[src/hdl/cp0Pkg.sv]
// Shared CP0 register numbers, exception kinds, ExcCode values and bus structs; referenced as cp0Pkg::name
package cp0Pkg;

    localparam int DataWidth = 32;

    // Register numbers as seen by mtc0/mfc0
    typedef enum logic [4:0] {
        RegBadVAddr = 5'd8,
        RegCount    = 5'd9,
        RegCompare  = 5'd11,
        RegStatus   = 5'd12,
        RegCause    = 5'd13,
        RegEpc      = 5'd14,
        RegPrid     = 5'd15
    } regAddr_e;

    // Committed exception kinds from the pipeline
    typedef enum logic [4:0] {
        ExcNone          = 5'd0,
        ExcInterrupt     = 5'd1,
        ExcAddrErrFetch  = 5'd2,
        ExcReservedInstr = 5'd3,
        ExcSyscall       = 5'd4,
        ExcBreak         = 5'd5,
        ExcTrap          = 5'd6,
        ExcOverflow      = 5'd7,
        ExcAddrErrStore  = 5'd8,
        ExcAddrErrLoad   = 5'd9,
        ExcEret          = 5'd10,
        ExcRefetch       = 5'd11
    } excType_e;

    // Cause.ExcCode values
    localparam logic [4:0] CodeInterrupt     = 5'h00;
    localparam logic [4:0] CodeAddrErrLoad   = 5'h04;  // Also used for fetch faults
    localparam logic [4:0] CodeAddrErrStore  = 5'h05;
    localparam logic [4:0] CodeSyscall       = 5'h08;
    localparam logic [4:0] CodeBreak         = 5'h09;
    localparam logic [4:0] CodeReservedInstr = 5'h0A;
    localparam logic [4:0] CodeOverflow      = 5'h0C;
    localparam logic [4:0] CodeTrap          = 5'h0D;

    // Committed mtc0
    typedef struct packed {
        logic                 valid;
        logic [4:0]           addr;
        logic [DataWidth-1:0] data;
    } cp0Write_t;

    // Committed exception
    typedef struct packed {
        excType_e             excType;
        logic [DataWidth-1:0] pc;
        logic                 inDelaySlot;
        logic [DataWidth-1:0] aluOut;  // Faulting data address
    } cp0Exception_t;

    typedef struct packed {
        logic count;
        logic compare;
        logic status;
        logic cause;
        logic epc;
        logic clearTi;
    } cp0WriteSel_t;

    typedef struct packed {
        logic       take;
        logic       eret;
        logic       badFromPc;
        logic       badFromAlu;
        logic       codeValid;
        logic [4:0] excCode;
    } cp0ExcFlags_t;

    // Fields the exception detector needs
    typedef struct packed {
        logic                 bev;
        logic [7:0]           im;
        logic                 exl;
        logic                 ie;
        logic [7:0]           ip;
        logic [DataWidth-1:0] epc;
    } cp0Flags_t;

endpackage

[src/hdl/cp0CommitDecode.sv]
// Combinational decode of committed mtc0 writes and exceptions into CP0 strobes and flags
`timescale 1ns/100ps

module cp0CommitDecode (
    input  cp0Pkg::cp0Write_t     wr,
    input  cp0Pkg::cp0Exception_t exc,
    output cp0Pkg::cp0WriteSel_t  writeSel,
    output cp0Pkg::cp0ExcFlags_t  excFlags
);

    always_comb begin
        writeSel.count   = wr.valid && (wr.addr == cp0Pkg::RegCount);
        writeSel.compare = wr.valid && (wr.addr == cp0Pkg::RegCompare);
        writeSel.status  = wr.valid && (wr.addr == cp0Pkg::RegStatus);
        writeSel.cause   = wr.valid && (wr.addr == cp0Pkg::RegCause);
        writeSel.epc     = wr.valid && (wr.addr == cp0Pkg::RegEpc);
        writeSel.clearTi = writeSel.compare;  // Compare write acks the timer
    end

    always_comb begin
        excFlags.take       = (exc.excType != cp0Pkg::ExcNone) &&
                              (exc.excType != cp0Pkg::ExcRefetch);
        excFlags.eret       = (exc.excType == cp0Pkg::ExcEret);
        excFlags.badFromPc  = (exc.excType == cp0Pkg::ExcAddrErrFetch);
        excFlags.badFromAlu = (exc.excType == cp0Pkg::ExcAddrErrLoad) ||
                              (exc.excType == cp0Pkg::ExcAddrErrStore);
        excFlags.codeValid  = 1'b1;
        excFlags.excCode    = cp0Pkg::CodeInterrupt;
        case (exc.excType)
            cp0Pkg::ExcInterrupt:     excFlags.excCode = cp0Pkg::CodeInterrupt;
            cp0Pkg::ExcAddrErrFetch:  excFlags.excCode = cp0Pkg::CodeAddrErrLoad;
            cp0Pkg::ExcAddrErrLoad:   excFlags.excCode = cp0Pkg::CodeAddrErrLoad;
            cp0Pkg::ExcAddrErrStore:  excFlags.excCode = cp0Pkg::CodeAddrErrStore;
            cp0Pkg::ExcSyscall:       excFlags.excCode = cp0Pkg::CodeSyscall;
            cp0Pkg::ExcBreak:         excFlags.excCode = cp0Pkg::CodeBreak;
            cp0Pkg::ExcReservedInstr: excFlags.excCode = cp0Pkg::CodeReservedInstr;
            cp0Pkg::ExcOverflow:      excFlags.excCode = cp0Pkg::CodeOverflow;
            cp0Pkg::ExcTrap:          excFlags.excCode = cp0Pkg::CodeTrap;
            default: begin
                // None, Eret and Refetch leave ExcCode alone
                excFlags.codeValid = 1'b0;
            end
        endcase
    end

endmodule

[src/hdl/cp0Timer.sv]
// CP0 Count/Compare timer with a clock divider on Count and the timer-interrupt compare
`timescale 1ns/100ps

module cp0Timer #(
    parameter int CountDivider = 2
) (
    input  logic                         clk,
    input  logic                         reset,
    input  cp0Pkg::cp0WriteSel_t         writeSel,
    input  logic [cp0Pkg::DataWidth-1:0] wrData,
    output logic [cp0Pkg::DataWidth-1:0] count,
    output logic [cp0Pkg::DataWidth-1:0] compare,
    output logic                         timerIrq
);

    localparam int DivWidth = (CountDivider > 1) ? $clog2(CountDivider) : 1;
    localparam logic [DivWidth-1:0] DivLast = DivWidth'(CountDivider - 1);

    logic [DivWidth-1:0] divCount;
    logic                tick;
    logic                armed;  // Set once Compare has been written

    assign tick = (divCount == DivLast);

    always_ff @(posedge clk) begin
        if (reset) begin
            divCount <= '0;
        end else if (writeSel.count || tick) begin
            divCount <= '0;  // Restart phase on Count write
        end else begin
            divCount <= divCount + 1'b1;
        end
    end

    always_ff @(posedge clk) begin
        if (reset) begin
            count <= '0;
        end else if (writeSel.count) begin
            count <= wrData;
        end else if (tick) begin
            count <= count + 1'b1;
        end
    end

    always_ff @(posedge clk) begin
        if (reset) begin
            compare <= '0;
            armed   <= 1'b0;
        end else if (writeSel.compare) begin
            compare <= wrData;
            armed   <= 1'b1;
        end
    end

    // Count == Compare right out of reset is not a real match
    assign timerIrq = armed && (count == compare);

endmodule

[src/hdl/cp0ExceptionState.sv]
// CP0 Status, Cause, EPC and BadVAddr state, updated by exceptions and by mtc0 writes
`timescale 1ns/100ps

module cp0ExceptionState (
    input  logic                         clk,
    input  logic                         reset,
    input  cp0Pkg::cp0WriteSel_t         writeSel,
    input  logic [cp0Pkg::DataWidth-1:0] wrData,
    input  cp0Pkg::cp0ExcFlags_t         excFlags,
    input  cp0Pkg::cp0Exception_t        exc,
    input  logic [5:0]                   interrupt,
    input  logic                         timerIrq,
    output logic [cp0Pkg::DataWidth-1:0] status,
    output logic [cp0Pkg::DataWidth-1:0] cause,
    output logic [cp0Pkg::DataWidth-1:0] epc,
    output logic [cp0Pkg::DataWidth-1:0] badVAddr,
    output cp0Pkg::cp0Flags_t            flags
);

    logic       bev;
    logic [7:0] im;
    logic       exl;
    logic       ie;
    logic       bd;
    logic       ti;
    logic [5:0] ip72;
    logic [1:0] ip10;
    logic [4:0] excCode;
    logic       enter;  // Fresh exception entry captures EPC and BD

    assign enter = excFlags.take && !excFlags.eret && !exl;

    always_ff @(posedge clk) begin
        if (reset) begin
            bev <= 1'b1;
            im  <= '0;
            ie  <= 1'b0;
        end else if (writeSel.status) begin
            bev <= wrData[22];
            im  <= wrData[15:8];
            ie  <= wrData[0];
        end
    end

    always_ff @(posedge clk) begin
        if (reset) begin
            exl <= 1'b0;
        end else if (excFlags.take) begin
            exl <= !excFlags.eret;  // Eret leaves exception level
        end else if (writeSel.status) begin
            exl <= wrData[1];
        end
    end

    always_ff @(posedge clk) begin
        if (reset) begin
            bd      <= 1'b0;
            ti      <= 1'b0;
            ip72    <= '0;
            ip10    <= '0;
            excCode <= '0;
        end else begin
            if (enter) bd <= exc.inDelaySlot;
            if (writeSel.clearTi) begin
                ti <= 1'b0;
            end else if (timerIrq) begin
                ti <= 1'b1;
            end
            ip72 <= interrupt | {timerIrq, 5'b0};  // Timer shares IP7
            if (writeSel.cause) ip10 <= wrData[9:8];  // Software interrupts
            if (excFlags.codeValid) excCode <= excFlags.excCode;
        end
    end

    always_ff @(posedge clk) begin
        if (reset) begin
            epc <= '0;
        end else if (enter) begin
            epc <= exc.inDelaySlot ? exc.pc - 32'd4 : exc.pc;  // Point at the branch
        end else if (writeSel.epc) begin
            epc <= wrData;
        end
    end

    always_ff @(posedge clk) begin
        if (reset) begin
            badVAddr <= '0;
        end else if (excFlags.badFromPc) begin
            badVAddr <= exc.pc;
        end else if (excFlags.badFromAlu) begin
            badVAddr <= exc.aluOut;
        end
    end

    assign status = {9'b0, bev, 6'b0, im, 6'b0, exl, ie};
    assign cause  = {bd, ti, 14'b0, ip72, ip10, 1'b0, excCode, 2'b0};

    assign flags = '{bev: bev, im: im, exl: exl, ie: ie, ip: {ip72, ip10}, epc: epc};

endmodule

[src/hdl/cp0ReadMux.sv]
// Combinational mfc0 read port selecting the addressed CP0 register
`timescale 1ns/100ps

module cp0ReadMux #(
    parameter logic [cp0Pkg::DataWidth-1:0] PridValue = 32'h0000_4220
) (
    input  cp0Pkg::regAddr_e             rdAddr,
    input  logic [cp0Pkg::DataWidth-1:0] count,
    input  logic [cp0Pkg::DataWidth-1:0] compare,
    input  logic [cp0Pkg::DataWidth-1:0] status,
    input  logic [cp0Pkg::DataWidth-1:0] cause,
    input  logic [cp0Pkg::DataWidth-1:0] epc,
    input  logic [cp0Pkg::DataWidth-1:0] badVAddr,
    output logic [cp0Pkg::DataWidth-1:0] rdData
);

    always_comb begin
        case (rdAddr)
            cp0Pkg::RegBadVAddr: rdData = badVAddr;
            cp0Pkg::RegCount:    rdData = count;
            cp0Pkg::RegCompare:  rdData = compare;
            cp0Pkg::RegStatus:   rdData = status;
            cp0Pkg::RegCause:    rdData = cause;
            cp0Pkg::RegEpc:      rdData = epc;
            cp0Pkg::RegPrid:     rdData = PridValue;  // Read-only
            default:             rdData = '0;  // Unimplemented registers
        endcase
    end

endmodule

[src/hdl/cp0Top.sv]
// CP0 register block top level joining commit decode, timer, exception state and read port
`timescale 1ns/100ps

module cp0Top #(
    parameter int                           CountDivider = 2,
    parameter logic [cp0Pkg::DataWidth-1:0] PridValue    = 32'h0000_4220
) (
    input  logic                         clk,
    input  logic                         reset,
    input  logic [5:0]                   interrupt,
    input  cp0Pkg::cp0Write_t            wr,
    input  cp0Pkg::cp0Exception_t        exc,
    input  cp0Pkg::regAddr_e             rdAddr,
    output logic [cp0Pkg::DataWidth-1:0] rdData,
    output cp0Pkg::cp0Flags_t            flags
);

    cp0Pkg::cp0WriteSel_t         writeSel;
    cp0Pkg::cp0ExcFlags_t         excFlags;
    logic [cp0Pkg::DataWidth-1:0] count;
    logic [cp0Pkg::DataWidth-1:0] compare;
    logic                         timerIrq;
    logic [cp0Pkg::DataWidth-1:0] status;
    logic [cp0Pkg::DataWidth-1:0] cause;
    logic [cp0Pkg::DataWidth-1:0] epc;
    logic [cp0Pkg::DataWidth-1:0] badVAddr;

    cp0CommitDecode decode (
        .wr(wr), .exc(exc), .writeSel(writeSel), .excFlags(excFlags)
    );

    cp0Timer #(.CountDivider(CountDivider)) timer (
        .clk(clk), .reset(reset), .writeSel(writeSel), .wrData(wr.data),
        .count(count), .compare(compare), .timerIrq(timerIrq)
    );

    cp0ExceptionState excState (
        .clk(clk), .reset(reset), .writeSel(writeSel), .wrData(wr.data),
        .excFlags(excFlags), .exc(exc), .interrupt(interrupt), .timerIrq(timerIrq),
        .status(status), .cause(cause), .epc(epc), .badVAddr(badVAddr), .flags(flags)
    );

    cp0ReadMux #(.PridValue(PridValue)) readMux (
        .rdAddr(rdAddr), .count(count), .compare(compare), .status(status),
        .cause(cause), .epc(epc), .badVAddr(badVAddr), .rdData(rdData)
    );

endmodule

[config.mk]
export PLATFORM = sky130hd
export DESIGN_NAME = cp0Top
export DESIGN_NICKNAME = d
export VERILOG_FILES = /design/src/hdl/cp0Pkg.sv /design/src/hdl/cp0CommitDecode.sv /design/src/hdl/cp0Timer.sv /design/src/hdl/cp0ExceptionState.sv /design/src/hdl/cp0ReadMux.sv /design/src/hdl/cp0Top.sv
export SDC_FILE = /design/constraint.sdc
export NUM_CORES = 1
export LEC_CHECK = 0
export ABC_AREA = 1
export BUFFER_PORTS_ARGS = -buffer_cell sky130_fd_sc_hd__buf_2
export CORE_MARGIN = 8
export CORE_UTILIZATION = 50
export DETAILED_ROUTE_END_ITERATION = 7
export PLACE_DENSITY_LB_ADDON = 0.08
export SYNTH_ARGS = -nofsm -noshare
export SYNTH_HDL_FRONTEND = slang
export SYNTH_SLANG_ARGS = --single-unit
export TNS_END_PERCENT = 30
[constraint.sdc]
create_clock -name clk -period 1.5 [get_ports clk]
set_clock_uncertainty 0.1 [all_clocks]
set_input_delay 0.15 -clock clk [delete_from_list [all_inputs] [get_ports clk]]
set_output_delay 0.15 -clock clk [all_outputs]
set_load 0.01 [all_outputs]
==> reports/results.txt, run 1 <==
Post-detail-place hpwl -> 31,090 microns
Vias in the first global route -> 12,110
Syn_nets -> 1,559
Design area -> 14,940 sq um
Status -> complete, but fails checks
Iter 0 DRT Violations -> 1,434
Commonest cells in the netlist -> 339 x nand2_1, 183 x nor2_1, 158 x inv_1
TritonCTS clock tree -> done
H-Tree Level Count -> 4
Reg2reg path depth -> 9
Core region area -> 18,520 sq um
CP Class -> reg -> reg
Row count -> 50
Worst EP arrival -> 2.17 ns
Power Density -> 733.6 nW/um^2
Cell area after synthesis -> 9328 sq um
Total Routing Usage GR -> 0.3610
Syn Inst Count -> 1,436
Register area share after synthesis -> 0.3327
IO Port Bufs -> 203
Util after Layout -> 0.8067
Finish-stage setup viols -> 61
Area delta synth->final -> 60.15%
Min Tclk post-route -> 1.931 ns
First-pass GRT wire length -> 66,710 microns
Top cells by area, synth -> dfxtp_1 33%, nand2_1 14%, nor2_1 7.4%
Most common cell in the netlist -> nand2_1
Final hold vios -> 0
Top-level port count -> 204
Pins Over Slew Limit -> 0
Headroom to the max-slew limit -> 0.5958
Place WS -> -0.4062 ns
Crit Reg-Reg Startpoint -> timer.count[0]
Hold path startpoint -> exc[60]
DRT antenna net count -> 0
Flops & latches, synth -> 155
Failing checks -> negative setup slack
Top FF cell, synth -> dfxtp_1
RR Endpoint -> timer.count[12]
Worst R2R Setup Slack -> -0.43 ns
Data required, critical path -> 1.74 ns
Max FO, Critical Path -> 4
Worst slew pin tran -> 0.6049 ns
Synth Warn # -> 0
DRT Pass-1 Iters -> 6
CTS Buf Count -> 17
Detailed-route wire length per cell -> 20.89 microns
Worst hold path type -> in -> reg
Final Cycle Share -> 1.287
Post-synth top area share -> 0.3327
Syn avg cell area -> 6.496 sq um
RSZ-0062 raised after global routing -> true
Pwr Total -> 0.01096 W
Pint -> 0.007777 W
Largest net degree at the start of global routing -> 79
Initial antenna violation count -> 0
Yosys cell types -> 45
Antenna diodes -> 0
Nature of the critical path endpoint -> flop
# DRC -> 0
Layout cells sized above 1 -> 0.3877
Leakage power -> 6.800 nW
Fin worst setup slack -> -0.4309 ns
GP Congestion -> 1.008
Skew-Pair Late Insertion Delay -> 0.44 ns
Top cell type by total area after synthesis -> dfxtp_1
Critical Path Source Type -> flop
Deepest clock path buffer count -> 2
EDFF count, synth -> 0
Height of the chip -> 152.6 microns
Post-synth ARST share -> 0
Vias per cell -> 5.794
Fin nets -> 2,042
NetSw -> 0.003181 W
Root Buffer -> clkbuf_16
Hold endpoint -> excState.badVAddr[27]
Share of power burned in combinational logic -> 0.179
Vias after detailed routing -> 12,550
Post-place instance area -> 12,090 sq um
Hold Path Depth -> 3
Fmax -> 517.9 MHz
Max-cap violations -> 0
Gr ovfl total -> 0
Die width -> 152.6 microns
Total Wirelength -> 45,260 microns
Starting Density -> 0.5037
Worst vdd ir -> 851.8 uV
Sw Share -> 0.2903
Clock network fraction of total power -> 0.417
Sink Count -> 155
Clk slew on worst S/H paths -> 0.07 ns
Reg power frac -> 0.404
DIE AREA -> 23,280 sq um
-- critical path, stage by stage, from the launching register on --
cell and delay, ns:
dfxtp_4 0.36, buf_6 0.11, ha_4 0.14, nand2_4 0.05, nor2_4 0.12, and3_4 0.26
buf_6 0.12, xor2_2 0.21, nand2_1 0.12, a31oi_1 0.23
-- cells in the final DEF, fill, tap and decap left out, types with 26 or more instances in the layout --
master / Yosys / final
nand2_1: 339 / 309
nand2_2: 11 / 33
inv_1: 158 / 125
buf_6: 0 / 40
o21ai_0: 106 / 93
buf_4: 14 / 206
a21oi_1: 97 / 77
buf_2: 28 / 196
a21oi_2: 11 / 31
nand3_1: 56 / 50
dfxtp_2: 0 / 30
dfxtp_1: 155 / 120
dlygate4sd3_1: 0 / 74
nor2_1: 183 / 160
xor2_1: 41 / 38
nor2_2: 12 / 26
-- power by group through the flow --
stage | clock, W | combinational, W | sequential, W
after floorplan | 0 | 0.000734 | 0.00449
after global placement | 0 | 0.00157 | 0.00451
after detailed placement | 0 | 0.00159 | 0.00451
after CTS | 0.00455 | 0.00185 | 0.00442
after global routing | 0.00471 | 0.00208 | 0.00444
final | 0.00457 | 0.00196 | 0.00443
-- worst max-delay path by stage --
stage	start	to	cells past startpoint
finish	timer.count[0]	timer.count[12]	9
global route	timer.count[0]	timer.count[12]	9
CTS	excState.epc[14]	rdData[14]	5
detailed placement	rdAddr[3]	rdData[14]	10
global placement	rdAddr[3]	rdData[14]	10
floorplan	timer.count[0]	timer.count[24]	9
-- flip-flops by register name (all words and copies together) (netlist names), 2 cells and up --
name	flops
excState.badVAddr	32
excState.epc	32
timer.compare	32
timer.count	32
excState.im	8
excState.ip72	6
excState.excCode	4
excState.ip10	2
-- cell type report --
type / instances / area [sq um]
Inverter: 163 / 656.9
Fill cell: 1284 / 3580
Timing Repair Buffer: 542 / 4232
Clock buffer: 19 / 432.9
Clock inverter: 13 / 167.7
Sequential cell: 155 / 3159
Multi-Input combinational cell: 1040 / 5997
Tap cell: 234 / 292.8
-- metal layers --
layer | global-route usage | up-vias | share of wire
met4 | 0.1857 | 0 | 0.061
met5 | 0 | - | 0
li1 | - | 5702 | -
met3 | 0.09047 | 219 | 0.11
met1 | 0.4386 | 5727 | 0.37
met2 | 0.5827 | 901 | 0.45
-- cell families (layout without fill, tap and decap cells) --
kind of cell | after synthesis | count (layout) | synth area share
AOI/OAI and AO/OA | 327 | 327 | 0.2076
xor gates and xnor gates | 49 | 49 | 0.04601
and+or+nand+nor | 662 | 662 | 0.3023
buffers and inverters | 241 | 737 | 0.1087
DFF | 155 | 155 | 0.3327
adders and majority gates | 2 | 2 | 0.002682
-- what timing repair did --
item | 4_1_cts | 5_1_grt
endpoints found under the setup margin | 59 | 63
setup buffers | 39 | 14
hold endpoints to repair | 95 | 0
hold buffers | 74 | 0
pin swaps | 48 | 34
gates cloned | 2 | 0
gates resized for setup | 220 | 91
-- through the flow --
step | hold WS, ns | setup TNS (ns) | std cells
2_1_floorplan | 0.1570 | -0.04287 | 1436
5_1_grt | 0.03821 | -13.94 | 2166
4_1_cts | 0.01245 | -7.200 | 2152
6_report | 0.02118 | -10.34 | 2166
3_3_place_gp | 0.2496 | -13.27 | 2009
3_5_place_dp | 0.2568 | -15.27 | 2009
Power figures use the tool's default switching activity.
==> inputs of run 2 (changes only) <==
--- a/config.mk
+++ b/config.mk
@@ -10,8 +10,9 @@
 export CORE_MARGIN = 8
 export CORE_UTILIZATION = 50
 export DETAILED_ROUTE_END_ITERATION = 7
+export HOLD_SLACK_MARGIN = 0.15
 export PLACE_DENSITY_LB_ADDON = 0.08
+export RECOVER_POWER = 50
 export SYNTH_ARGS = -nofsm -noshare
 export SYNTH_HDL_FRONTEND = slang
 export SYNTH_SLANG_ARGS = --single-unit
-export TNS_END_PERCENT = 30
==> reports/results.txt, run 2 (synthesized netlist as in run 1, its figures left out) <==
Leakage power -> 7.261 nW
Status -> complete, but fails checks
GP Congestion -> 1.025
Critical path origin -> timer.count[0]
Vias per cell -> 6.309
Root Buffer -> clkbuf_16
Clk slew on worst S/H paths -> 0.07 ns
RSZ-0062 raised after global routing -> true
Post-detail-place hpwl -> 31,350 microns
Hold path startpoint -> exc[68]
Min Tclk post-route -> 2.076 ns
CP Class -> reg -> reg
Sink Count -> 155
Top-level port count -> 204
Hold_ws -> 0.1587 ns
Row count -> 50
Core region area -> 18,520 sq um
Fin nets -> 2,121
Die width -> 152.6 microns
CTS Buf Count -> 17
Total Wirelength -> 55,960 microns
Layout cells sized above 1 -> 0.4232
Area delta synth->final -> 72.62%
Headroom to the max-slew limit -> 0.6434
Data required, critical path -> 1.75 ns
Crit Reg-Reg Startpoint -> timer.count[0]
DRT Pass-1 Iters -> 8
TritonCTS clock tree -> done
Vias after detailed routing -> 14,180
Deepest clock path buffer count -> 2
# placed instances -> 2,011
Detailed-route wire length per cell -> 24.91 microns
Multi-input logic area -> 6317 sq um
Most frequent cells in the layout -> 294 x nand2_1, 221 x buf_4, 183 x buf_2, 145 x nor2_1, 116 x dfxtp_1
Final hold vios -> 0
Reg2reg path depth -> 9
Hold Path Depth -> 5
Height of the chip -> 152.6 microns
Gr ovfl total -> 0
Vias in the first global route -> 13,310
Finish-stage setup viols -> 76
DRT antenna net count -> 0
Met3 routed WL -> 7536 microns
Worst vdd ir -> 799.1 uV
Fill count -> 948
DIE AREA -> 23,280 sq um
Failing checks -> design-rule violations, negative setup slack
Commonest non-fill, non-tap cell in the layout -> nand2_1
Final Cycle Share -> 1.384
IO Port Bufs -> 203
First-pass GRT wire length -> 73,860 microns
# DRC -> 9
Iter 0 DRT Violations -> 1,898
Met2 wire len -> 24,420 microns
Skew-Pair Late Insertion Delay -> 0.44 ns
Critical Path Source Type -> flop
Starting Density -> 0.5037
Pins Over Slew Limit -> 0
Final setup TNS -> -17.24 ns
Nature of the critical path endpoint -> flop
Sequential cell area -> 3184 sq um
Max FO, Critical Path -> 4
Worst EP arrival -> 2.32 ns
Total Routing Usage GR -> 0.4016
Post-Layout Cell Count -> 2,247
Fmax -> 481.7 MHz
Post-place instance area -> 12,030 sq um
Largest net degree at the start of global routing -> 79
H-Tree Level Count -> 4
Util after Layout -> 0.8695
Met1 Wirelength -> 18,700 microns
Initial antenna violation count -> 2
Power Density -> 685.3 nW/um^2
Top routing layer used -> met4
Worst slew pin tran -> 0.5342 ns
Design area -> 16,100 sq um
Fin worst setup slack -> -0.5759 ns
Max-cap violations -> 0
Worst hold path type -> in -> reg
run 2: through the flow:
stage / total power, W / worst slack, ns
final: 0.01104 / -0.5759
after global routing: 0.01128 / -0.5571
after CTS: 0.01071 / -0.3141
after detailed placement: 0.006080 / -0.4003
after global placement: 0.006070 / -0.4335
after floorplan: 0.005226 / -0.02447
run 2: final cells by class:
class                   count  share of cell area
clock inverters            14            0.008470
well taps                 234             0.01818
clock buffers              18             0.02727
flip-flops and latches    155              0.1978
diodes                      2           0.0003108
inverters                 163             0.04243
repair buffers            620              0.3132
multi-input cells        1041              0.3923
run 2: path summary, 6_finish.rpt:
path | end | slack, ns
min | excState.excCode[3] | 0.16
max | timer.count[12] | -0.58
max reg2reg | timer.count[12] | -0.58
min reg2reg | excState.excCode[0] | 0.39
run 2: per-layer routing:
layer	vias up	GRT usage
li1	5877	-
met1	6370	0.4798
met2	1438	0.6497
met3	491	0.09359
met4	0	0.2375
met5	-	0
run 2: worst max-delay path, stage by stage, from the launching register on:
cell     delay (ns)
dfxtp_4        0.36
buf_6          0.11
ha_4           0.16
nand2_4        0.05
nor2_4         0.16
and3_4         0.26
buf_4          0.15
xor2_2         0.31
nand2_1        0.15
a31oi_1        0.18
run 2: timing repair:
| item | CTS | global route |
|---|---|---|
| endpoints found under the setup margin | 57 | 102 |
| buffers inserted | 66 | 30 |
| hold buffers | 111 | 3 |
| pin swaps | 85 | 93 |
| gates cloned | 6 | 2 |
| hold endpoints to repair | 149 | 3 |
| gates resized for setup | 304 | 161 |
run 2: where the power goes:
part	switching [W]	internal, W	total (W)
registers	0.000181	0.00426	0.00444
logic	0.00125	0.000976	0.00223
clock network	0.00200	0.00237	0.00437
